[src/rtl/pcxt_pkg.sv]
// Shared widths, timing defaults, luma tables and grouped types for the
// PC/XT front end. Counter widths are sized from the package defaults, so
// TICKS_PER_SECOND and HOLD_CYCLES overrides must fit those widths.

package pcxt_pkg;

	////////////////////////////////////////////////////////////////////////////
	// Widths and timing
	////////////////////////////////////////////////////////////////////////////

	// Core colour channel and board channel
	localparam int COLOR_W = 6;
	localparam int VGA_W   = 8;
	localparam int PAD_W   = VGA_W - COLOR_W;

	// Splash hold and LED stretch defaults at 50 MHz
	localparam int unsigned SPLASH_SECONDS  = 5;
	localparam int unsigned CLK_HZ          = 50_000_000;
	localparam int unsigned LED_HOLD_CYCLES = 4_500_000;

	// Counter widths
	localparam int TICK_W = $clog2(CLK_HZ);
	localparam int SEC_W  = $clog2(SPLASH_SECONDS + 1);
	localparam int LED_W  = $clog2(LED_HOLD_CYCLES + 1);

	// Audio
	localparam int SND_W   = 16;
	localparam int TANDY_W = 8;
	localparam int MIX_W   = 17;

	// HDMI aspect fields, bit 12 unused here
	localparam int AR_W = 13;

	typedef logic [TICK_W-1:0] tick_cnt_t;
	typedef logic [SEC_W-1:0]  sec_cnt_t;
	typedef logic [LED_W-1:0]  led_cnt_t;

	////////////////////////////////////////////////////////////////////////////
	// Luma weights, Rec.709 coefficients scaled by 1e4
	////////////////////////////////////////////////////////////////////////////

	localparam int unsigned LUMA_SCALE  = 10_000;
	localparam int unsigned LUMA_R_COEF = 2126;
	localparam int unsigned LUMA_G_COEF = 7152;
	localparam int unsigned LUMA_B_COEF = 722;

	typedef logic [2**COLOR_W-1:0][COLOR_W-1:0] weight_tab_t;

	// Truncating product, so full white sums to 13 + 45 + 4 = 62
	function automatic weight_tab_t make_weights(int unsigned coef);
		weight_tab_t tab;
		for (int unsigned i = 0; i < 2**COLOR_W; i++) begin
			tab[i] = COLOR_W'((i * coef) / LUMA_SCALE);
		end
		return tab;
	endfunction

	localparam weight_tab_t RED_WEIGHT   = make_weights(LUMA_R_COEF);
	localparam weight_tab_t GREEN_WEIGHT = make_weights(LUMA_G_COEF);
	localparam weight_tab_t BLUE_WEIGHT  = make_weights(LUMA_B_COEF);

	////////////////////////////////////////////////////////////////////////////
	// Option encodings and grouped signals
	////////////////////////////////////////////////////////////////////////////

	typedef enum logic [1:0] {
		TINT_COLOR,
		TINT_GREEN,
		TINT_AMBER,
		TINT_BW
	} tint_t;

	typedef enum logic {
		VIDEO_CGA,
		VIDEO_MDA
	} video_mode_t;

	// OSD option word, seven bits
	typedef struct packed {
		logic        reset_req;
		logic        skip_splash;
		video_mode_t video_mode;
		tint_t       cga_tint;
		logic [1:0]  aspect;
	} osd_cfg_t;

	typedef struct packed {
		logic [COLOR_W-1:0] r;
		logic [COLOR_W-1:0] g;
		logic [COLOR_W-1:0] b;
		logic               hs;
		logic               vs;
		logic               de;
	} pixel_t;

	typedef struct packed {
		logic [VGA_W-1:0] r;
		logic [VGA_W-1:0] g;
		logic [VGA_W-1:0] b;
		logic             hs;
		logic             vs;
		logic             de;
	} vga_t;

	// Raw sources, OPL signed, Tandy unsigned
	typedef struct packed {
		logic signed [SND_W-1:0] opl;
		logic [TANDY_W-1:0]      tandy;
		logic                    speaker;
	} snd_in_t;

endpackage

[src/rtl/activity_led.sv]
// Stretches single-cycle activity pulses to a visible LED on-time.
// HOLD_CYCLES must fit the package LED counter width.

`timescale 1ns/1ps

module activity_led #(
	parameter int unsigned HOLD_CYCLES = pcxt_pkg::LED_HOLD_CYCLES
) (
	input  logic CLK_50M,
	input  logic reset,
	input  logic activity,
	output logic led_user
);

	pcxt_pkg::led_cnt_t hold_cnt;

	// Each pulse restarts the on-time
	always_ff @(posedge CLK_50M) begin
		if (reset) begin
			hold_cnt <= '0;
		end else if (activity) begin
			hold_cnt <= pcxt_pkg::led_cnt_t'(HOLD_CYCLES);
		end else if (hold_cnt != '0) begin
			hold_cnt <= hold_cnt - 1'b1;
		end
	end

	// Lit for HOLD_CYCLES clocks after the last pulse
	assign led_user = (hold_cnt != '0);

endmodule

[src/rtl/mono_tint.sv]
// One-cycle video stage: CGA pixels tinted by weighted luma, MDA untouched.
// No stall path, output follows input by exactly one clock.
// Output channels are the 6-bit core value with two zero LSBs.

`timescale 1ns/1ps

module mono_tint (
	input  logic                  CLK_50M,
	input  logic                  reset,
	input  pcxt_pkg::video_mode_t video_mode,
	input  pcxt_pkg::tint_t       tint,
	input  pcxt_pkg::pixel_t      pix_in,
	output pcxt_pkg::vga_t        pix_out
);

	// One extra bit to catch a luma overflow
	logic [pcxt_pkg::COLOR_W:0]   luma_sum;
	logic [pcxt_pkg::COLOR_W-1:0] luma;
	logic [pcxt_pkg::COLOR_W-1:0] luma_half;
	logic [pcxt_pkg::COLOR_W-1:0] r_sel;
	logic [pcxt_pkg::COLOR_W-1:0] g_sel;
	logic [pcxt_pkg::COLOR_W-1:0] b_sel;

	////////////////////////////////////////////////////////////////////////////
	// Luma from the three weight tables
	////////////////////////////////////////////////////////////////////////////

	always_comb begin
		luma_sum = {1'b0, pcxt_pkg::RED_WEIGHT[pix_in.r]}
			+ {1'b0, pcxt_pkg::GREEN_WEIGHT[pix_in.g]}
			+ {1'b0, pcxt_pkg::BLUE_WEIGHT[pix_in.b]};
	end

	assign luma      = luma_sum[pcxt_pkg::COLOR_W-1:0];
	// Amber green channel at half level
	assign luma_half = luma >> 1;

	////////////////////////////////////////////////////////////////////////////
	// Channel select
	////////////////////////////////////////////////////////////////////////////

	always_comb begin
		// Pass-through unless a CGA tint applies
		r_sel = pix_in.r;
		g_sel = pix_in.g;
		b_sel = pix_in.b;
		if (video_mode == pcxt_pkg::VIDEO_CGA) begin
			case (tint)
				pcxt_pkg::TINT_GREEN: begin
					r_sel = '0;
					g_sel = luma;
					b_sel = '0;
				end
				pcxt_pkg::TINT_AMBER: begin
					r_sel = luma;
					g_sel = luma_half;
					b_sel = '0;
				end
				pcxt_pkg::TINT_BW: begin
					r_sel = luma;
					g_sel = luma;
					b_sel = luma;
				end
				// Colour keeps the input
				default: begin
					r_sel = pix_in.r;
					g_sel = pix_in.g;
					b_sel = pix_in.b;
				end
			endcase
		end
	end

	////////////////////////////////////////////////////////////////////////////
	// Output register, syncs travel with the colour
	////////////////////////////////////////////////////////////////////////////

	always_ff @(posedge CLK_50M) begin
		if (reset) begin
			pix_out <= '0;
		end else begin
			pix_out.r  <= {r_sel, {pcxt_pkg::PAD_W{1'b0}}};
			pix_out.g  <= {g_sel, {pcxt_pkg::PAD_W{1'b0}}};
			pix_out.b  <= {b_sel, {pcxt_pkg::PAD_W{1'b0}}};
			pix_out.hs <= pix_in.hs;
			pix_out.vs <= pix_in.vs;
			pix_out.de <= pix_in.de;
		end
	end

	// Tables must keep the luma inside six bits
	a_luma_range: assert property (@(posedge CLK_50M) disable iff (reset)
		luma_sum[pcxt_pkg::COLOR_W] == 1'b0)
	else $error("luma overflow %0d", luma_sum);

endmodule

[src/rtl/pcxt_frontend.sv]
// Glue between the OSD option word and the board outputs of a PC/XT core.
// Single clock domain on CLK_50M. OSD reset request acts like board reset.
// Aspect outputs are combinational from the option word.

`timescale 1ns/1ps

module pcxt_frontend #(
	parameter int unsigned TICKS_PER_SECOND = pcxt_pkg::CLK_HZ,
	parameter int unsigned HOLD_CYCLES      = pcxt_pkg::LED_HOLD_CYCLES
) (
	input  logic                              CLK_50M,
	input  logic                              reset,
	input  pcxt_pkg::osd_cfg_t                cfg,

	// Video
	input  pcxt_pkg::pixel_t                  pix_in,
	output pcxt_pkg::vga_t                    pix_out,

	// Audio stream
	input  pcxt_pkg::snd_in_t                 snd_in,
	input  logic                              snd_in_valid,
	output logic                              snd_in_ready,
	output logic signed [pcxt_pkg::SND_W-1:0] audio,
	output logic                              audio_valid,
	input  logic                              audio_ready,

	// Status
	input  logic                              activity,
	output logic                              led_user,
	output logic                              cpu_hold,
	output logic [pcxt_pkg::AR_W-1:0]         video_arx,
	output logic [pcxt_pkg::AR_W-1:0]         video_ary
);

	logic core_reset;
	logic splash_active;

	////////////////////////////////////////////////////////////////////////////
	// Reset and CPU hold
	////////////////////////////////////////////////////////////////////////////

	assign core_reset = reset || cfg.reset_req;
	// CPU stays parked through reset and splash
	assign cpu_hold   = core_reset || splash_active;

	splash_timer #(
		.TICKS_PER_SECOND(TICKS_PER_SECOND)
	) u_splash_timer (
		.CLK_50M      (CLK_50M),
		.reset        (core_reset),
		.skip         (cfg.skip_splash),
		.splash_active(splash_active)
	);

	////////////////////////////////////////////////////////////////////////////
	// Video and aspect
	////////////////////////////////////////////////////////////////////////////

	mono_tint u_mono_tint (
		.CLK_50M   (CLK_50M),
		.reset     (core_reset),
		.video_mode(cfg.video_mode),
		.tint      (cfg.cga_tint),
		.pix_in    (pix_in),
		.pix_out   (pix_out)
	);

	// Aspect 0 is native 4:3 and other values pick scaler presets
	always_comb begin
		if (cfg.aspect == 2'd0) begin
			video_arx = pcxt_pkg::AR_W'(4);
			video_ary = pcxt_pkg::AR_W'(3);
		end else begin
			video_arx = pcxt_pkg::AR_W'(cfg.aspect) - 1'b1;
			video_ary = '0;
		end
	end

	////////////////////////////////////////////////////////////////////////////
	// Audio and LED
	////////////////////////////////////////////////////////////////////////////

	sound_mixer u_sound_mixer (
		.CLK_50M     (CLK_50M),
		.reset       (core_reset),
		.snd_in      (snd_in),
		.snd_in_valid(snd_in_valid),
		.snd_in_ready(snd_in_ready),
		.audio       (audio),
		.audio_valid (audio_valid),
		.audio_ready (audio_ready)
	);

	activity_led #(
		.HOLD_CYCLES(HOLD_CYCLES)
	) u_activity_led (
		.CLK_50M (CLK_50M),
		.reset   (core_reset),
		.activity(activity),
		.led_user(led_user)
	);

endmodule

[src/rtl/sound_mixer.sv]
// Signed mix of OPL, Tandy and PC speaker into one 16-bit sample.
// Valid/ready on both sides, one-entry output register, no sample dropped.
// The 17-bit sum wraps, as the original mixer did.

`timescale 1ns/1ps

module sound_mixer (
	input  logic                           CLK_50M,
	input  logic                           reset,
	input  pcxt_pkg::snd_in_t              snd_in,
	input  logic                           snd_in_valid,
	output logic                           snd_in_ready,
	output logic signed [pcxt_pkg::SND_W-1:0] audio,
	output logic                           audio_valid,
	input  logic                           audio_ready
);

	logic [pcxt_pkg::MIX_W-1:0] opl_part;
	logic [pcxt_pkg::MIX_W-1:0] spk_part;
	logic [pcxt_pkg::MIX_W-1:0] tandy_part;
	logic [pcxt_pkg::MIX_W-1:0] mix_sum;
	logic                       in_fire;

	////////////////////////////////////////////////////////////////////////////
	// Mix terms
	////////////////////////////////////////////////////////////////////////////

	// OPL sign-extended then x4
	assign opl_part   = {snd_in.opl[pcxt_pkg::SND_W-1], snd_in.opl} << 2;
	// Speaker bit at 32768
	assign spk_part   = {1'b0, snd_in.speaker, {(pcxt_pkg::SND_W-1){1'b0}}};
	// Tandy x64
	assign tandy_part = {{(pcxt_pkg::MIX_W-pcxt_pkg::TANDY_W-6){1'b0}}, snd_in.tandy, 6'd0};
	assign mix_sum    = opl_part + spk_part + tandy_part;

	////////////////////////////////////////////////////////////////////////////
	// Handshake and output register
	////////////////////////////////////////////////////////////////////////////

	// Ready when empty or draining this cycle
	assign snd_in_ready = !audio_valid || audio_ready;
	assign in_fire      = snd_in_valid && snd_in_ready;

	always_ff @(posedge CLK_50M) begin
		if (reset) begin
			audio_valid <= 1'b0;
		end else if (in_fire) begin
			audio_valid <= 1'b1;
		end else if (audio_ready) begin
			audio_valid <= 1'b0;
		end
	end

	// Sample payload, halved
	always_ff @(posedge CLK_50M) begin
		if (in_fire) begin
			audio <= signed'(mix_sum[pcxt_pkg::MIX_W-1:1]);
		end
	end

	a_hold_stable: assert property (@(posedge CLK_50M) disable iff (reset)
		audio_valid && !audio_ready |=> audio_valid && $stable(audio))
	else $error("audio changed under back-pressure");

endmodule

[src/rtl/splash_timer.sv]
// Holds the CPU for SPLASH_SECONDS after reset, or until skip is seen.
// TICKS_PER_SECOND must fit the package tick counter width.

`timescale 1ns/1ps

module splash_timer #(
	parameter int unsigned TICKS_PER_SECOND = pcxt_pkg::CLK_HZ
) (
	input  logic CLK_50M,
	input  logic reset,
	input  logic skip,
	output logic splash_active
);

	pcxt_pkg::tick_cnt_t tick_cnt;
	pcxt_pkg::sec_cnt_t  sec_cnt;

	// Counters only run while the splash is up
	always_ff @(posedge CLK_50M) begin
		if (reset) begin
			splash_active <= 1'b1;
			tick_cnt      <= '0;
			sec_cnt       <= '0;
		end else if (splash_active) begin
			if (skip) begin
				// Skip ends the hold on the next edge
				splash_active <= 1'b0;
			end else if (tick_cnt == pcxt_pkg::tick_cnt_t'(TICKS_PER_SECOND - 1)) begin
				tick_cnt <= '0;
				sec_cnt  <= sec_cnt + 1'b1;
				// Last second done
				if (sec_cnt == pcxt_pkg::sec_cnt_t'(pcxt_pkg::SPLASH_SECONDS - 1)) begin
					splash_active <= 1'b0;
				end
			end else begin
				tick_cnt <= tick_cnt + 1'b1;
			end
		end
	end

	a_sec_bound: assert property (@(posedge CLK_50M) disable iff (reset)
		sec_cnt <= pcxt_pkg::sec_cnt_t'(pcxt_pkg::SPLASH_SECONDS))
	else $error("splash seconds counter overrun");

endmodule
[config.mk]
export PLATFORM = sky130hd
export DESIGN_NAME = pcxt_frontend
export DESIGN_NICKNAME = d
export VERILOG_FILES = /design/src/rtl/pcxt_pkg.sv /design/src/rtl/activity_led.sv /design/src/rtl/mono_tint.sv /design/src/rtl/pcxt_frontend.sv /design/src/rtl/sound_mixer.sv /design/src/rtl/splash_timer.sv
export SDC_FILE = /design/constraint.sdc
export NUM_CORES = 1
export LEC_CHECK = 0
export BUFFER_PORTS_ARGS = -buffer_cell sky130_fd_sc_hd__buf_2
export CAP_MARGIN = 20
export CORE_MARGIN = 2
export CORE_UTILIZATION = 50
export DETAILED_ROUTE_END_ITERATION = 8
export PLACE_DENSITY = 0.85
export SYNTH_ARGS = -nofsm -noshare
export SYNTH_HDL_FRONTEND = slang
export SYNTH_HIERARCHICAL = 1
export SYNTH_SLANG_ARGS = --single-unit
[constraint.sdc]
create_clock -name CLK_50M -period 12 [get_ports CLK_50M]
set_clock_uncertainty 0.2 [all_clocks]
set_input_delay 2.4 -clock CLK_50M [delete_from_list [all_inputs] [get_ports CLK_50M]]
set_output_delay 2.4 -clock CLK_50M [all_outputs]
set_load 0.01 [all_outputs]
==> impl_metrics.prom, run 1 <==
# TYPE chip_impl_metric gauge
chip_impl_metric{name="clkSlewWorstSetupHoldPaths",unit="ns"} 0.07
chip_impl_metric{name="dp_cells",unit=""} 893
chip_impl_metric{name="synth_cell_types",unit=""} 84
chip_impl_metric{name="wire_length_of_the_first_global_routing_pass",unit="mm"} 21.4
chip_impl_metric{name="antenna_found_initial",unit=""} 0
chip_impl_metric{name="drv_cap",unit=""} 0
chip_impl_info{name="netlist.top_cell.by_area",value="sky130_fd_sc_hd__dfxtp_1"} 1
chip_impl_metric{name="cts_htree_levels",unit=""} 3
chip_impl_metric{name="totalWireLength",unit="mm"} 13.2
chip_impl_info{name="status",value="completed"} 1
chip_impl_info{name="cts_tree",value="yes"} 1
chip_impl_metric{name="report.final.hold_viol_count",unit=""} 0
chip_impl_metric{name="setup_viol",unit=""} 0
chip_impl_metric{name="synthArstFlopShare",unit="%"} 0
chip_impl_info{name="critPathMostFrequentCell",value="sky130_fd_sc_hd__inv_1"} 1
chip_impl_info{name="layout_common_cells",value="sky130_fd_sc_hd__buf_2 (101), sky130_fd_sc_hd__dfxtp_1 (75), sky130_fd_sc_hd__nor2_1 (67)"} 1
chip_impl_metric{name="dp_hpwl",unit="mm"} 9.76
chip_impl_metric{name="worst_hold_slack",unit="ns"} 0.285
chip_impl_metric{name="global_route.overflow_total",unit=""} 0
chip_impl_info{name="critical_path.startpoint",value="pix_in[9]"} 1
chip_impl_metric{name="detail_route.first_pass.iterations",unit=""} 4
chip_impl_metric{name="clock_sink_count",unit=""} 90
chip_impl_metric{name="fmax",unit="MHz"} 173
chip_impl_metric{name="area_delta_synth_final",unit="%"} 12.0
chip_impl_info{name="most_common_cell_after_layout_fill_and_taps_aside",value="sky130_fd_sc_hd__buf_2"} 1
chip_impl_info{name="crit_family",value="adder cells"} 1
chip_impl_metric{name="cp_slowest_stage_delay",unit="ns"} 0.46
chip_impl_info{name="library_cell_contributing_the_largest_single_delay_on_the_critical_path",value="sky130_fd_sc_hd__fa_1"} 1
chip_impl_metric{name="final-instance-count-excl-fill",unit=""} 910
chip_impl_metric{name="arrival",unit="ns"} 5.84
chip_impl_metric{name="first_global_vias",unit=""} 4561
chip_impl_info{name="end_kind",value="flop"} 1
chip_impl_metric{name="numCtsBuffers",unit=""} 9
chip_impl_metric{name="ir_drop",unit="uV"} 64.2
chip_impl_metric{name="cellLeakagePower",unit="nW"} 2.62
chip_impl_metric{name="worst-r2r-cell-count",unit=""} 7
chip_impl_metric{name="via_total_after_detailed_routing",unit=""} 5225
chip_impl_metric{name="cts_setup_buffers",unit=""} 0
chip_impl_metric{name="drive_above_1_share",unit="%"} 20.1
chip_impl_metric{name="cts_hold_buffers",unit=""} 0
chip_impl_metric{name="fp.dieArea",unit="um^2"} 12500
chip_impl_metric{name="power.density_cell_area",unit="nW/um^2"} 128
chip_impl_metric{name="post_drt_via_cell_ratio",unit=""} 5.74
chip_impl_metric{name="pin_count",unit=""} 131
chip_impl_metric{name="mappedNetlistArea",unit="um^2"} 5790
chip_impl_metric{name="floorplan.die.width",unit="um"} 112
chip_impl_metric{name="required",unit="ns"} 12.06
chip_impl_info{name="setup_repair_after_global_routing_missed_its_margin",value="false"} 1
chip_impl_info{name="path_class",value="in -> reg"} 1
chip_impl_metric{name="starting_density_of_the_core",unit="%"} 51.0
chip_impl_metric{name="period_needed",unit="ns"} 5.78
chip_impl_metric{name="max_slew.worst_pin.slew",unit="ns"} 0.812
chip_impl_info{name="setup.worst_path.start_class",value="input port"} 1
chip_impl_metric{name="avgRoutedWirePerCell",unit="um"} 14.5
chip_impl_metric{name="die_height",unit="um"} 112
chip_impl_metric{name="grt_max_degree",unit=""} 41
chip_impl_info{name="synth_area_leaders",value="sky130_fd_sc_hd__dfxtp_1 (26%), sky130_fd_sc_hd__edfxtp_1 (7.8%), sky130_fd_sc_hd__ha_1 (5.8%)"} 1
chip_impl_metric{name="worstPathMaxFanout",unit=""} 7
chip_impl_metric{name="tns",unit="ns"} 0
chip_impl_info{name="critical_path.cell_chain",value="buf_2 -> inv_1 -> ha_1 -> and3_1 -> a311oi_1 -> a31oi_1 -> o22ai_1 -> fa_1 -> inv_1 -> ha_1 -> inv_1 -> fa_1 -> nand2b_1 -> a21oi_1 -> xnor2_2 -> a32oi_1 -> a21oi_1"} 1
chip_impl_metric{name="seq_area_frac_synth",unit="%"} 33.7
chip_impl_metric{name="fin_util",unit="%"} 57.1
chip_impl_metric{name="slack_of_the_worst_reg_to_reg_path",unit="ns"} 9.42
chip_impl_metric{name="timing.max_slew.rel_slack",unit="%"} 45.3
chip_impl_metric{name="drt-initial-drc-count",unit=""} 320
chip_impl_info{name="cts_root_buffer",value="sky130_fd_sc_hd__clkbuf_16"} 1
chip_impl_metric{name="core.rowCount",unit=""} 39
chip_impl_metric{name="clkLatencyLatePin",unit="ns"} 0.34
chip_impl_info{name="postSynth.topFlopCell",value="sky130_fd_sc_hd__dfxtp_1"} 1
chip_impl_metric{name="cts.repair.resized",unit=""} 0
chip_impl_metric{name="hold_crit_depth",unit=""} 2
chip_impl_info{name="r2r-end",value="u_activity_led/hold_cnt[11]$_SDFFE_PP0P_"} 1
chip_impl_metric{name="gr-usage-all-layers",unit="%"} 20.6
chip_impl_metric{name="route.antenna.remaining_nets",unit=""} 0
chip_impl_metric{name="finalWeightedCongestion",unit=""} 0.868
chip_impl_info{name="hold_crit_class",value="reg -> reg"} 1
chip_impl_metric{name="core_area",unit="um^2"} 11400
chip_impl_metric{name="critical_path_buf_inv_count",unit=""} 4
chip_impl_metric{name="finalMaxSlewViolations",unit=""} 0
chip_impl_metric{name="ys_seq_elements",unit=""} 90
chip_impl_info{name="cp-endpoint",value="u_mono_tint/pix_out[17]$_SDFF_PP0_"} 1
chip_impl_metric{name="timing.critical_path.depth",unit=""} 17
chip_impl_metric{name="synth_cells",unit=""} 683
chip_impl_metric{name="min_period_over_period",unit="%"} 48.2
chip_impl_metric{name="synth_enable_flop_cells",unit=""} 15
chip_impl_metric{name="synth_top_area_share",unit="%"} 25.9
chip_impl_metric{name="synthesized_area_divided_by_synthesized_cell_count",unit="um^2"} 8.48
chip_impl_metric{name="clk_path_buf_depth",unit=""} 2
chip_impl_info{name="crit-reg2reg-launch",value="u_activity_led/hold_cnt[0]$_SDFFE_PP0P_"} 1
chip_impl_metric{name="synth-warning-count",unit=""} 6
chip_impl_metric{name="num-nets-final",unit=""} 851
chip_impl_metric{name="io_buffer_count",unit=""} 101
chip_impl_metric{name="drc",unit=""} 0
==> logic make-up (layout without fill, tap and decap cells) <==
kind of cell	count (synthesis)	after routing	share of synthesized area (%)
fa+ha+maj	33	33	7.73
flops	90	90	33.7
compound gates	160	160	17.5
buf+inv	95	153	8.90
simple gates	262	262	24.8
xor+xnor	35	35	5.42
mux	5	5	1.75
other cells	3	29	0.194
==> stage by stage <==
stage	cell area (um^2)	power (mW)	setup WS [ns]
final	6490	0.832	6.22
after global routing	6490	0.874	6.00
after CTS	6490	0.833	6.26
after detailed placement	6200	0.563	5.90
after global placement	6200	0.557	5.97
after floorplan	5890	0.512	6.44
==> synthesized netlist by cell type (6+ instances only) <==
cell                       number
sky130_fd_sc_hd__a21o_1         6
sky130_fd_sc_hd__a21oi_1       60
sky130_fd_sc_hd__a22oi_1        9
sky130_fd_sc_hd__a31oi_1        6
sky130_fd_sc_hd__buf_2          6
sky130_fd_sc_hd__buf_4         34
sky130_fd_sc_hd__clkbuf_1      17
sky130_fd_sc_hd__dfxtp_1       75
sky130_fd_sc_hd__edfxtp_1      15
sky130_fd_sc_hd__ha_1          27
sky130_fd_sc_hd__inv_1         26
sky130_fd_sc_hd__inv_2          7
sky130_fd_sc_hd__nand2_1       44
sky130_fd_sc_hd__nand2b_1       6
sky130_fd_sc_hd__nand3_1       29
sky130_fd_sc_hd__nand4_1        9
sky130_fd_sc_hd__nor2_1        67
sky130_fd_sc_hd__nor2b_1       11
sky130_fd_sc_hd__nor3_1        11
sky130_fd_sc_hd__nor4_1        21
sky130_fd_sc_hd__o21ai_0       24
sky130_fd_sc_hd__o31ai_1       12
sky130_fd_sc_hd__or3_1         12
sky130_fd_sc_hd__or4_1          9
sky130_fd_sc_hd__xnor2_1       27
sky130_fd_sc_hd__xor2_1         7
==> area by class of cell <==
type                            instances  area, um^2
Clock buffer                           10         239
Sequential cell                        90        1950
Multi-Input combinational cell        523        3420
Tap cell                              143         179
Clock inverter                          6        47.5
Fill cell                            1012        4880
Inverter                               34         128
Antenna cell                            1        2.50
Timing Repair Buffer                  103         520
==> report_power, final <==
group          switching [mW]  internal [mW]  leakage (nW)
logic                   0.134         0.0932          1.72
clock network           0.123          0.148         0.141
registers             0.00946          0.324         0.756
total                   0.267          0.565          2.62
==> registers in the layout (all words and copies together), names as in the netlist <==
register,cells
u_sound_mixer/audio_valid,1
u_sound_mixer/audio,15
u_activity_led/hold_cnt,23
u_splash_timer/splash_active,1
u_splash_timer/sec_cnt,3
u_splash_timer/tick_cnt,26
u_mono_tint/pix_out,21
==> tightest hold or removal path: stages, from the launching register on <==
cell	delay (ns)
sky130_fd_sc_hd__dfxtp_1	0.32
sky130_fd_sc_hd__o31ai_1	0.06
sky130_fd_sc_hd__a21oi_1	0.05
==> layer usage <==
| metal | wire length, um | vias to the layer above | GRT usage (%) |
|---|---|---|---|
| li1 | - | 2587 | - |
| met4 | 179 | 0 | 5.93 |
| met2 | 6400 | 158 | 34.5 |
| met1 | 5830 | 2462 | 27.4 |
| met5 | 0 | - | 0 |
| met3 | 747 | 18 | 3.48 |
==> how the worst min path moves through the flow <==
stage	slack, ns	endpoint	startpoint
finish	0.28	u_activity_led/hold_cnt[22]$_SDFFE_PP0P_	u_activity_led/hold_cnt[22]$_SDFFE_PP0P_
global route	0.30	u_splash_timer/tick_cnt[22]$_SDFFE_PP0P_	u_splash_timer/tick_cnt[22]$_SDFFE_PP0P_
CTS	0.28	u_splash_timer/tick_cnt[22]$_SDFFE_PP0P_	u_splash_timer/tick_cnt[22]$_SDFFE_PP0P_
detailed placement	0.27	u_splash_timer/tick_cnt[22]$_SDFFE_PP0P_	u_splash_timer/tick_cnt[22]$_SDFFE_PP0P_
global placement	0.27	u_splash_timer/tick_cnt[22]$_SDFFE_PP0P_	u_splash_timer/tick_cnt[22]$_SDFFE_PP0P_
floorplan	0.25	u_splash_timer/tick_cnt[22]$_SDFFE_PP0P_	u_splash_timer/tick_cnt[22]$_SDFFE_PP0P_
Note: power is estimated with default switching activity, not from simulation.
==> inputs of run 2 (changes only) <==
--- a/config.mk
+++ b/config.mk
@@ -10,7 +10,7 @@
 export CORE_MARGIN = 2
 export CORE_UTILIZATION = 50
 export DETAILED_ROUTE_END_ITERATION = 8
-export PLACE_DENSITY = 0.85
+export PLACE_DENSITY = 0.88
 export SYNTH_ARGS = -nofsm -noshare
 export SYNTH_HDL_FRONTEND = slang
 export SYNTH_HIERARCHICAL = 1
==> constraint.sdc (replaced) <==
create_clock -name CLK_50M -period 5.3 [get_ports CLK_50M]
set_clock_uncertainty 0.2 [all_clocks]
set_input_delay 1.06 -clock CLK_50M [delete_from_list [all_inputs] [get_ports CLK_50M]]
set_output_delay 1.06 -clock CLK_50M [all_outputs]
set_load 0.01 [all_outputs]
==> impl_metrics.prom, run 2 (same netlist as run 1, synthesis figures left out) <==
# TYPE chip_impl_metric gauge
chip_impl_metric{name="arrival",unit="ns"} 4.56
chip_impl_metric{name="worst-r2r-cell-count",unit=""} 7
chip_impl_metric{name="cts.repair.resized",unit=""} 0
chip_impl_metric{name="grt_use_met2",unit="%"} 34.1
chip_impl_metric{name="antenna_found_initial",unit=""} 0
chip_impl_metric{name="min_period_over_period",unit="%"} 84.7
chip_impl_metric{name="worst_hold_slack",unit="ns"} 0.281
chip_impl_metric{name="io_buffer_count",unit=""} 101
chip_impl_metric{name="dp_hpwl",unit="mm"} 9.87
chip_impl_metric{name="finalWeightedCongestion",unit=""} 0.877
chip_impl_metric{name="totalWireLength",unit="mm"} 13.3
chip_impl_info{name="reg_with_most_ffs",value="u_splash_timer/tick_cnt"} 1
chip_impl_info{name="hold_crit_class",value="reg -> reg"} 1
chip_impl_metric{name="die_height",unit="um"} 112
chip_impl_metric{name="max_slew.worst_pin.slew",unit="ns"} 0.775
chip_impl_metric{name="slack_of_the_worst_reg_to_reg_path",unit="ns"} 2.70
chip_impl_metric{name="clk_path_buf_depth",unit=""} 2
chip_impl_metric{name="first_global_vias",unit=""} 4700
chip_impl_metric{name="setup_viol",unit=""} 0
chip_impl_metric{name="cts_setup_buffers",unit=""} 0
chip_impl_info{name="cts_tree",value="yes"} 1
chip_impl_metric{name="diodes",unit=""} 0
chip_impl_metric{name="ir_drop",unit="uV"} 134
chip_impl_info{name="most_common_cell_after_layout_fill_and_taps_aside",value="sky130_fd_sc_hd__buf_2"} 1
chip_impl_metric{name="detail_route.first_pass.iterations",unit=""} 6
chip_impl_metric{name="avgRoutedWirePerCell",unit="um"} 14.7
chip_impl_metric{name="report.final.hold_viol_count",unit=""} 0
chip_impl_metric{name="period_needed",unit="ns"} 4.49
chip_impl_metric{name="worstPathMaxFanout",unit=""} 7
chip_impl_metric{name="wire_length_of_the_first_global_routing_pass",unit="mm"} 22.0
chip_impl_metric{name="clkSlewWorstSetupHoldPaths",unit="ns"} 0.07
chip_impl_metric{name="drv_cap",unit=""} 0
chip_impl_info{name="critical_path.cell_chain",value="buf_2 -> inv_1 -> ha_1 -> mux4_2 -> o21ai_1 -> o21ai_1 -> fa_1 -> inv_1 -> ha_1 -> inv_1 -> fa_1 -> nand2b_1 -> a21oi_1 -> xnor2_2 -> a32oi_1 -> a21oi_1"} 1
chip_impl_info{name="critical_path.startpoint",value="pix_in[9]"} 1
chip_impl_metric{name="global_route.overflow_total",unit=""} 0
chip_impl_metric{name="largest_reg_flops",unit=""} 26
chip_impl_metric{name="timing.max_slew.rel_slack",unit="%"} 47.8
chip_impl_metric{name="clock_sink_count",unit=""} 90
chip_impl_info{name="globalRoute.busiestLayer",value="met2"} 1
chip_impl_metric{name="fp.dieArea",unit="um^2"} 12500
chip_impl_metric{name="grt_max_degree",unit=""} 28
chip_impl_metric{name="gr-usage-met1",unit="%"} 27.8
chip_impl_metric{name="critical_path_buf_inv_count",unit=""} 4
chip_impl_metric{name="clkLatencyLatePin",unit="ns"} 0.34
chip_impl_metric{name="fmax",unit="MHz"} 223
chip_impl_info{name="r2r-end",value="u_activity_led/hold_cnt[3]$_SDFFE_PP0P_"} 1
chip_impl_metric{name="pin_count",unit=""} 131
chip_impl_metric{name="ff_latch_area",unit="um^2"} 1950
chip_impl_metric{name="core_area",unit="um^2"} 11400
chip_impl_metric{name="floorplan.die.width",unit="um"} 112
chip_impl_metric{name="starting_density_of_the_core",unit="%"} 51.0
chip_impl_info{name="cts_root_buffer",value="sky130_fd_sc_hd__clkbuf_16"} 1
chip_impl_metric{name="cts_htree_levels",unit=""} 3
chip_impl_metric{name="num-nets-final",unit=""} 851
chip_impl_metric{name="multiInputGateArea",unit="um^2"} 3420
chip_impl_info{name="crit_family",value="adder cells"} 1
chip_impl_metric{name="finalMaxSlewViolations",unit=""} 0
chip_impl_metric{name="timing.critical_path.depth",unit=""} 16
chip_impl_metric{name="core.rowCount",unit=""} 39
chip_impl_metric{name="required",unit="ns"} 5.37
chip_impl_metric{name="post_drt_via_cell_ratio",unit=""} 5.73
chip_impl_info{name="crit-reg2reg-launch",value="u_activity_led/hold_cnt[0]$_SDFFE_PP0P_"} 1
chip_impl_info{name="critPathMostFrequentCell",value="sky130_fd_sc_hd__inv_1"} 1
chip_impl_metric{name="power.density_cell_area",unit="nW/um^2"} 287
chip_impl_metric{name="route.antenna.remaining_nets",unit=""} 0
chip_impl_metric{name="area_delta_synth_final",unit="%"} 11.7
chip_impl_metric{name="drt-initial-drc-count",unit=""} 300
chip_impl_metric{name="fillers",unit=""} 995
chip_impl_info{name="cp-endpoint",value="u_mono_tint/pix_out[17]$_SDFF_PP0_"} 1
chip_impl_metric{name="drc",unit=""} 0
chip_impl_info{name="library_cell_contributing_the_largest_single_delay_on_the_critical_path",value="sky130_fd_sc_hd__mux4_2"} 1
chip_impl_metric{name="via_total_after_detailed_routing",unit=""} 5207
chip_impl_info{name="status",value="completed"} 1
chip_impl_metric{name="tns",unit="ns"} 0
chip_impl_metric{name="numCtsBuffers",unit=""} 9
chip_impl_info{name="layout_common_cells",value="sky130_fd_sc_hd__buf_2 (101), sky130_fd_sc_hd__dfxtp_1 (75), sky130_fd_sc_hd__nor2_1 (67)"} 1
chip_impl_metric{name="cp_slowest_stage_delay",unit="ns"} 0.50
chip_impl_info{name="end_kind",value="flop"} 1
chip_impl_info{name="setup_repair_after_global_routing_missed_its_margin",value="false"} 1
chip_impl_info{name="path_class",value="in -> reg"} 1
chip_impl_metric{name="cts_hold_buffers",unit=""} 0
chip_impl_info{name="setup.worst_path.start_class",value="input port"} 1
chip_impl_metric{name="grt.met3_usage",unit="%"} 4.46
chip_impl_metric{name="gr-usage-all-layers",unit="%"} 21.0
chip_impl_metric{name="drive_above_1_share",unit="%"} 20.1
chip_impl_metric{name="cellLeakagePower",unit="nW"} 2.61
chip_impl_info{name="largest_registers",value="u_splash_timer/tick_cnt x26, u_activity_led/hold_cnt x23, u_mono_tint/pix_out x21"} 1
==> run 2: area by class of cell <==
class / count / share of cell area, %
clock inverters: 7 / 0.773
multi-input cells: 523 / 52.8
flip-flops and latches: 90 / 30.1
inverters: 34 / 1.97
repair buffers: 103 / 8.04
well taps: 143 / 2.76
clock buffers: 9 / 3.48
==> run 2: layer usage <==
layer	wire length (um)	vias to the layer above	share of wire, %
met5	0	-	0
li1	-	2575	-
met2	6340	193	48
met1	5900	2412	44
met4	310	0	2.3
met3	792	27	5.9
==> run 2: worst min-delay path by stage <==
stage,start,endpoint,depth (start not counted)
CTS,u_splash_timer/tick_cnt[22]$_SDFFE_PP0P_,u_splash_timer/tick_cnt[22]$_SDFFE_PP0P_,2
global route,u_splash_timer/tick_cnt[22]$_SDFFE_PP0P_,u_splash_timer/tick_cnt[22]$_SDFFE_PP0P_,2
finish,u_splash_timer/tick_cnt[22]$_SDFFE_PP0P_,u_splash_timer/tick_cnt[22]$_SDFFE_PP0P_,2
global placement,u_splash_timer/sec_cnt[2]$_SDFFE_PP0P_,u_splash_timer/sec_cnt[2]$_SDFFE_PP0P_,2
detailed placement,u_splash_timer/tick_cnt[22]$_SDFFE_PP0P_,u_splash_timer/tick_cnt[22]$_SDFFE_PP0P_,2
floorplan,u_splash_timer/tick_cnt[22]$_SDFFE_PP0P_,u_splash_timer/tick_cnt[22]$_SDFFE_PP0P_,2
==> run 2: report_power, final <==
part	internal [mW]	total, mW	switching [mW]
clock network	0.320	0.589	0.269
logic	0.211	0.516	0.305
registers	0.733	0.755	0.0216
==> run 2: worst min-delay path, delay by kind of cell (launching register included) <==
family / cells / cell delay (ns)
DFF: 1 / 0.32
AOI/OAI and AO/OA: 2 / 0.11
==> run 2: per-stage QoR <==
step	area, um^2	total power, mW	worst slack (ns)	util (%)	instances
6_report	6470	1.86	0.810	56.9	909
5_1_grt	6470	1.96	0.605	56.9	909
4_1_cts	6470	1.87	0.895	56.9	909
3_5_place_dp	6200	1.27	0.529	54.5	893
3_3_place_gp	6200	1.26	0.682	54.5	893
2_1_floorplan	5890	1.16	1.08	-	708
==> inputs of run 3 (changes only) <==
--- a/config.mk
+++ b/config.mk
@@ -10,7 +10,7 @@
 export CORE_MARGIN = 2
 export CORE_UTILIZATION = 50
 export DETAILED_ROUTE_END_ITERATION = 8
-export PLACE_DENSITY = 0.88
+export PLACE_DENSITY = 0.85
 export SYNTH_ARGS = -nofsm -noshare
 export SYNTH_HDL_FRONTEND = slang
 export SYNTH_HIERARCHICAL = 1
==> constraint.sdc (replaced) <==
create_clock -name CLK_50M -period 4.65 [get_ports CLK_50M]
set_clock_uncertainty 0.2 [all_clocks]
set_input_delay 0.93 -clock CLK_50M [delete_from_list [all_inputs] [get_ports CLK_50M]]
set_output_delay 0.93 -clock CLK_50M [all_outputs]
set_load 0.01 [all_outputs]
==> impl_metrics.prom, run 3 (same netlist as run 1, synthesis figures left out) <==
# TYPE chip_impl_metric gauge
chip_impl_metric{name="route.antenna.remaining_nets",unit=""} 0
chip_impl_info{name="hold_crit_class",value="reg -> reg"} 1
chip_impl_metric{name="setup_viol",unit=""} 0
chip_impl_metric{name="antenna_found_initial",unit=""} 0
chip_impl_metric{name="cts_htree_levels",unit=""} 3
chip_impl_info{name="critPathMostFrequentCell",value="sky130_fd_sc_hd__inv_1"} 1
chip_impl_metric{name="ir_drop",unit="uV"} 160
chip_impl_metric{name="wire_length_of_the_first_global_routing_pass",unit="mm"} 21.8
chip_impl_metric{name="gr-usage-all-layers",unit="%"} 21.0
chip_impl_metric{name="grt_max_degree",unit=""} 26
chip_impl_metric{name="timing.final.ws_setup",unit="ns"} 0.449
chip_impl_metric{name="cellLeakagePower",unit="nW"} 2.63
chip_impl_metric{name="drive_above_1_share",unit="%"} 20.1
chip_impl_metric{name="drc",unit=""} 0
chip_impl_metric{name="io_buffer_count",unit=""} 101
chip_impl_metric{name="min_period_over_period",unit="%"} 90.3
chip_impl_metric{name="fp.dieArea",unit="um^2"} 12500
chip_impl_info{name="crit_family",value="adder cells"} 1
chip_impl_metric{name="timing.max_slew.rel_slack",unit="%"} 48.7
chip_impl_metric{name="drv_cap",unit=""} 0
chip_impl_metric{name="arrival",unit="ns"} 4.27
chip_impl_metric{name="dp_hpwl",unit="mm"} 9.91
chip_impl_metric{name="cts_setup_buffers",unit=""} 0
chip_impl_metric{name="totalWireLength",unit="mm"} 13.3
chip_impl_metric{name="power.density_cell_area",unit="nW/um^2"} 337
chip_impl_metric{name="clkLatencyLatePin",unit="ns"} 0.35
chip_impl_metric{name="post-layout-total-power",unit="mW"} 2.19
chip_impl_metric{name="cp_slowest_stage_delay",unit="ns"} 0.47
chip_impl_metric{name="max_slew.worst_pin.slew",unit="ns"} 0.762
chip_impl_metric{name="worst_hold_slack",unit="ns"} 0.290
chip_impl_info{name="setup.worst_path.start_class",value="input port"} 1
chip_impl_info{name="layout_common_cells",value="sky130_fd_sc_hd__buf_2 (101), sky130_fd_sc_hd__dfxtp_1 (75), sky130_fd_sc_hd__nor2_1 (67)"} 1
chip_impl_info{name="status",value="completed"} 1
chip_impl_metric{name="num-nets-final",unit=""} 852
chip_impl_info{name="library_cell_contributing_the_largest_single_delay_on_the_critical_path",value="sky130_fd_sc_hd__fa_1"} 1
chip_impl_info{name="most_common_cell_after_layout_fill_and_taps_aside",value="sky130_fd_sc_hd__buf_2"} 1
chip_impl_info{name="reg_with_most_ffs",value="u_splash_timer/tick_cnt"} 1
chip_impl_metric{name="report.final.hold_viol_count",unit=""} 0
chip_impl_metric{name="first_global_vias",unit=""} 4570
chip_impl_metric{name="placement.setup.worst_slack",unit="ns"} 0.106
chip_impl_info{name="largest_registers",value="u_splash_timer/tick_cnt x26, u_activity_led/hold_cnt x23, u_mono_tint/pix_out x21"} 1
chip_impl_metric{name="core_area",unit="um^2"} 11400
chip_impl_metric{name="cts.repair.resized",unit=""} 0
chip_impl_metric{name="finalMaxSlewViolations",unit=""} 0
chip_impl_metric{name="avgRoutedWirePerCell",unit="um"} 14.6
chip_impl_metric{name="worstPathMaxFanout",unit=""} 7
chip_impl_metric{name="required",unit="ns"} 4.72
chip_impl_metric{name="global_route.overflow_total",unit=""} 0
chip_impl_metric{name="pin_count",unit=""} 131
chip_impl_metric{name="die_height",unit="um"} 112
chip_impl_info{name="end_kind",value="flop"} 1
chip_impl_info{name="setup_repair_after_global_routing_missed_its_margin",value="false"} 1
chip_impl_metric{name="fillers",unit=""} 1028
chip_impl_metric{name="finalWeightedCongestion",unit=""} 0.843
chip_impl_metric{name="numCtsBuffers",unit=""} 9
chip_impl_metric{name="cts_hold_buffers",unit=""} 0
chip_impl_metric{name="fin_util",unit="%"} 57.3
chip_impl_metric{name="critical_path_buf_inv_count",unit=""} 4
chip_impl_metric{name="fmax",unit="MHz"} 238
chip_impl_metric{name="floorplan.die.width",unit="um"} 112
chip_impl_info{name="path_class",value="in -> reg"} 1
chip_impl_metric{name="starting_density_of_the_core",unit="%"} 51.0
chip_impl_info{name="cts_tree",value="yes"} 1
chip_impl_metric{name="clock_sink_count",unit=""} 90
chip_impl_metric{name="core.rowCount",unit=""} 39
chip_impl_metric{name="clk_path_buf_depth",unit=""} 2
chip_impl_info{name="cts_root_buffer",value="sky130_fd_sc_hd__clkbuf_16"} 1
chip_impl_metric{name="clkSlewWorstSetupHoldPaths",unit="ns"} 0.07
chip_impl_metric{name="tns",unit="ns"} 0
chip_impl_info{name="critical_path.cell_chain",value="buf_2 -> inv_1 -> ha_1 -> and3_1 -> a311oi_1 -> a31oi_1 -> o22ai_1 -> fa_1 -> inv_1 -> ha_1 -> inv_1 -> fa_1 -> nand2b_1 -> a21oi_1 -> xnor2_2 -> a32oi_1 -> a21oi_1"} 1
chip_impl_metric{name="detail_route.first_pass.iterations",unit=""} 5
chip_impl_metric{name="diodes",unit=""} 0
chip_impl_metric{name="drt-initial-drc-count",unit=""} 352
chip_impl_metric{name="largest_reg_flops",unit=""} 26
chip_impl_metric{name="period_needed",unit="ns"} 4.20
chip_impl_metric{name="area_delta_synth_final",unit="%"} 12.4
chip_impl_metric{name="via_total_after_detailed_routing",unit=""} 5215
chip_impl_metric{name="post_drt_via_cell_ratio",unit=""} 5.73
[run 3: cell types whose count changed in the layout (fill, tap and decap cells not counted), sizes merged]
cell,change
bufinv,+1
inv,-1
clkinv,-1
clkinvlp,-1
clkbuf,+2
buf,+1
[run 3: routing by layer]
| metal | wire, um | global-route usage (%) | vias up |
|---|---|---|---|
| met2 | 6450 | 34.5 | 169 |
| met1 | 5920 | 28.3 | 2444 |
| met3 | 758 | 3.43 | 16 |
| li1 | - | - | 2586 |
| met4 | 149 | 6.83 | 0 |
| met5 | 0 | 0 | - |
[run 3: final timing paths]
kind,start,end,slack [ns],cells after the start
setup / recovery,pix_in[9],u_mono_tint/pix_out[17]$_SDFF_PP0_,0.45,17
setup reg to reg,u_activity_led/hold_cnt[0]$_SDFFE_PP0P_,u_activity_led/hold_cnt[13]$_SDFFE_PP0P_,2.06,7
hold reg to reg,u_activity_led/hold_cnt[22]$_SDFFE_PP0P_,u_activity_led/hold_cnt[22]$_SDFFE_PP0P_,0.29,2
hold / removal,u_activity_led/hold_cnt[22]$_SDFFE_PP0P_,u_activity_led/hold_cnt[22]$_SDFFE_PP0P_,0.29,2
[run 3: where the power goes]
group	internal [mW]	switching, mW	total, mW
logic	0.247	0.342	0.588
registers	0.836	0.0243	0.860
clock network	0.435	0.310	0.745
[run 3: final cells by class]
class | count | area (um^2) | share of cell area [%]
clock inverters | 5 | 61.3 | 0.942
flip-flops and latches | 90 | 1950 | 30.0
repair buffers | 104 | 528 | 8.11
multi-input cells | 523 | 3420 | 52.5
well taps | 143 | 179 | 2.75
clock buffers | 11 | 243 | 3.73
inverters | 34 | 128 | 1.96
[run 3: worst min-delay path, stage by stage, from the launching register on]
cell and delay [ns]:
sky130_fd_sc_hd__dfxtp_1 0.32, sky130_fd_sc_hd__o31ai_1 0.06, sky130_fd_sc_hd__a21oi_1 0.05
[run 3: stage by stage]
stage / instances / area (um^2)
3_3_place_gp: 894 / 6210
3_5_place_dp: 894 / 6210
6_report: 910 / 6510
5_1_grt: 910 / 6510
4_1_cts: 910 / 6510
2_1_floorplan: 708 / 5890
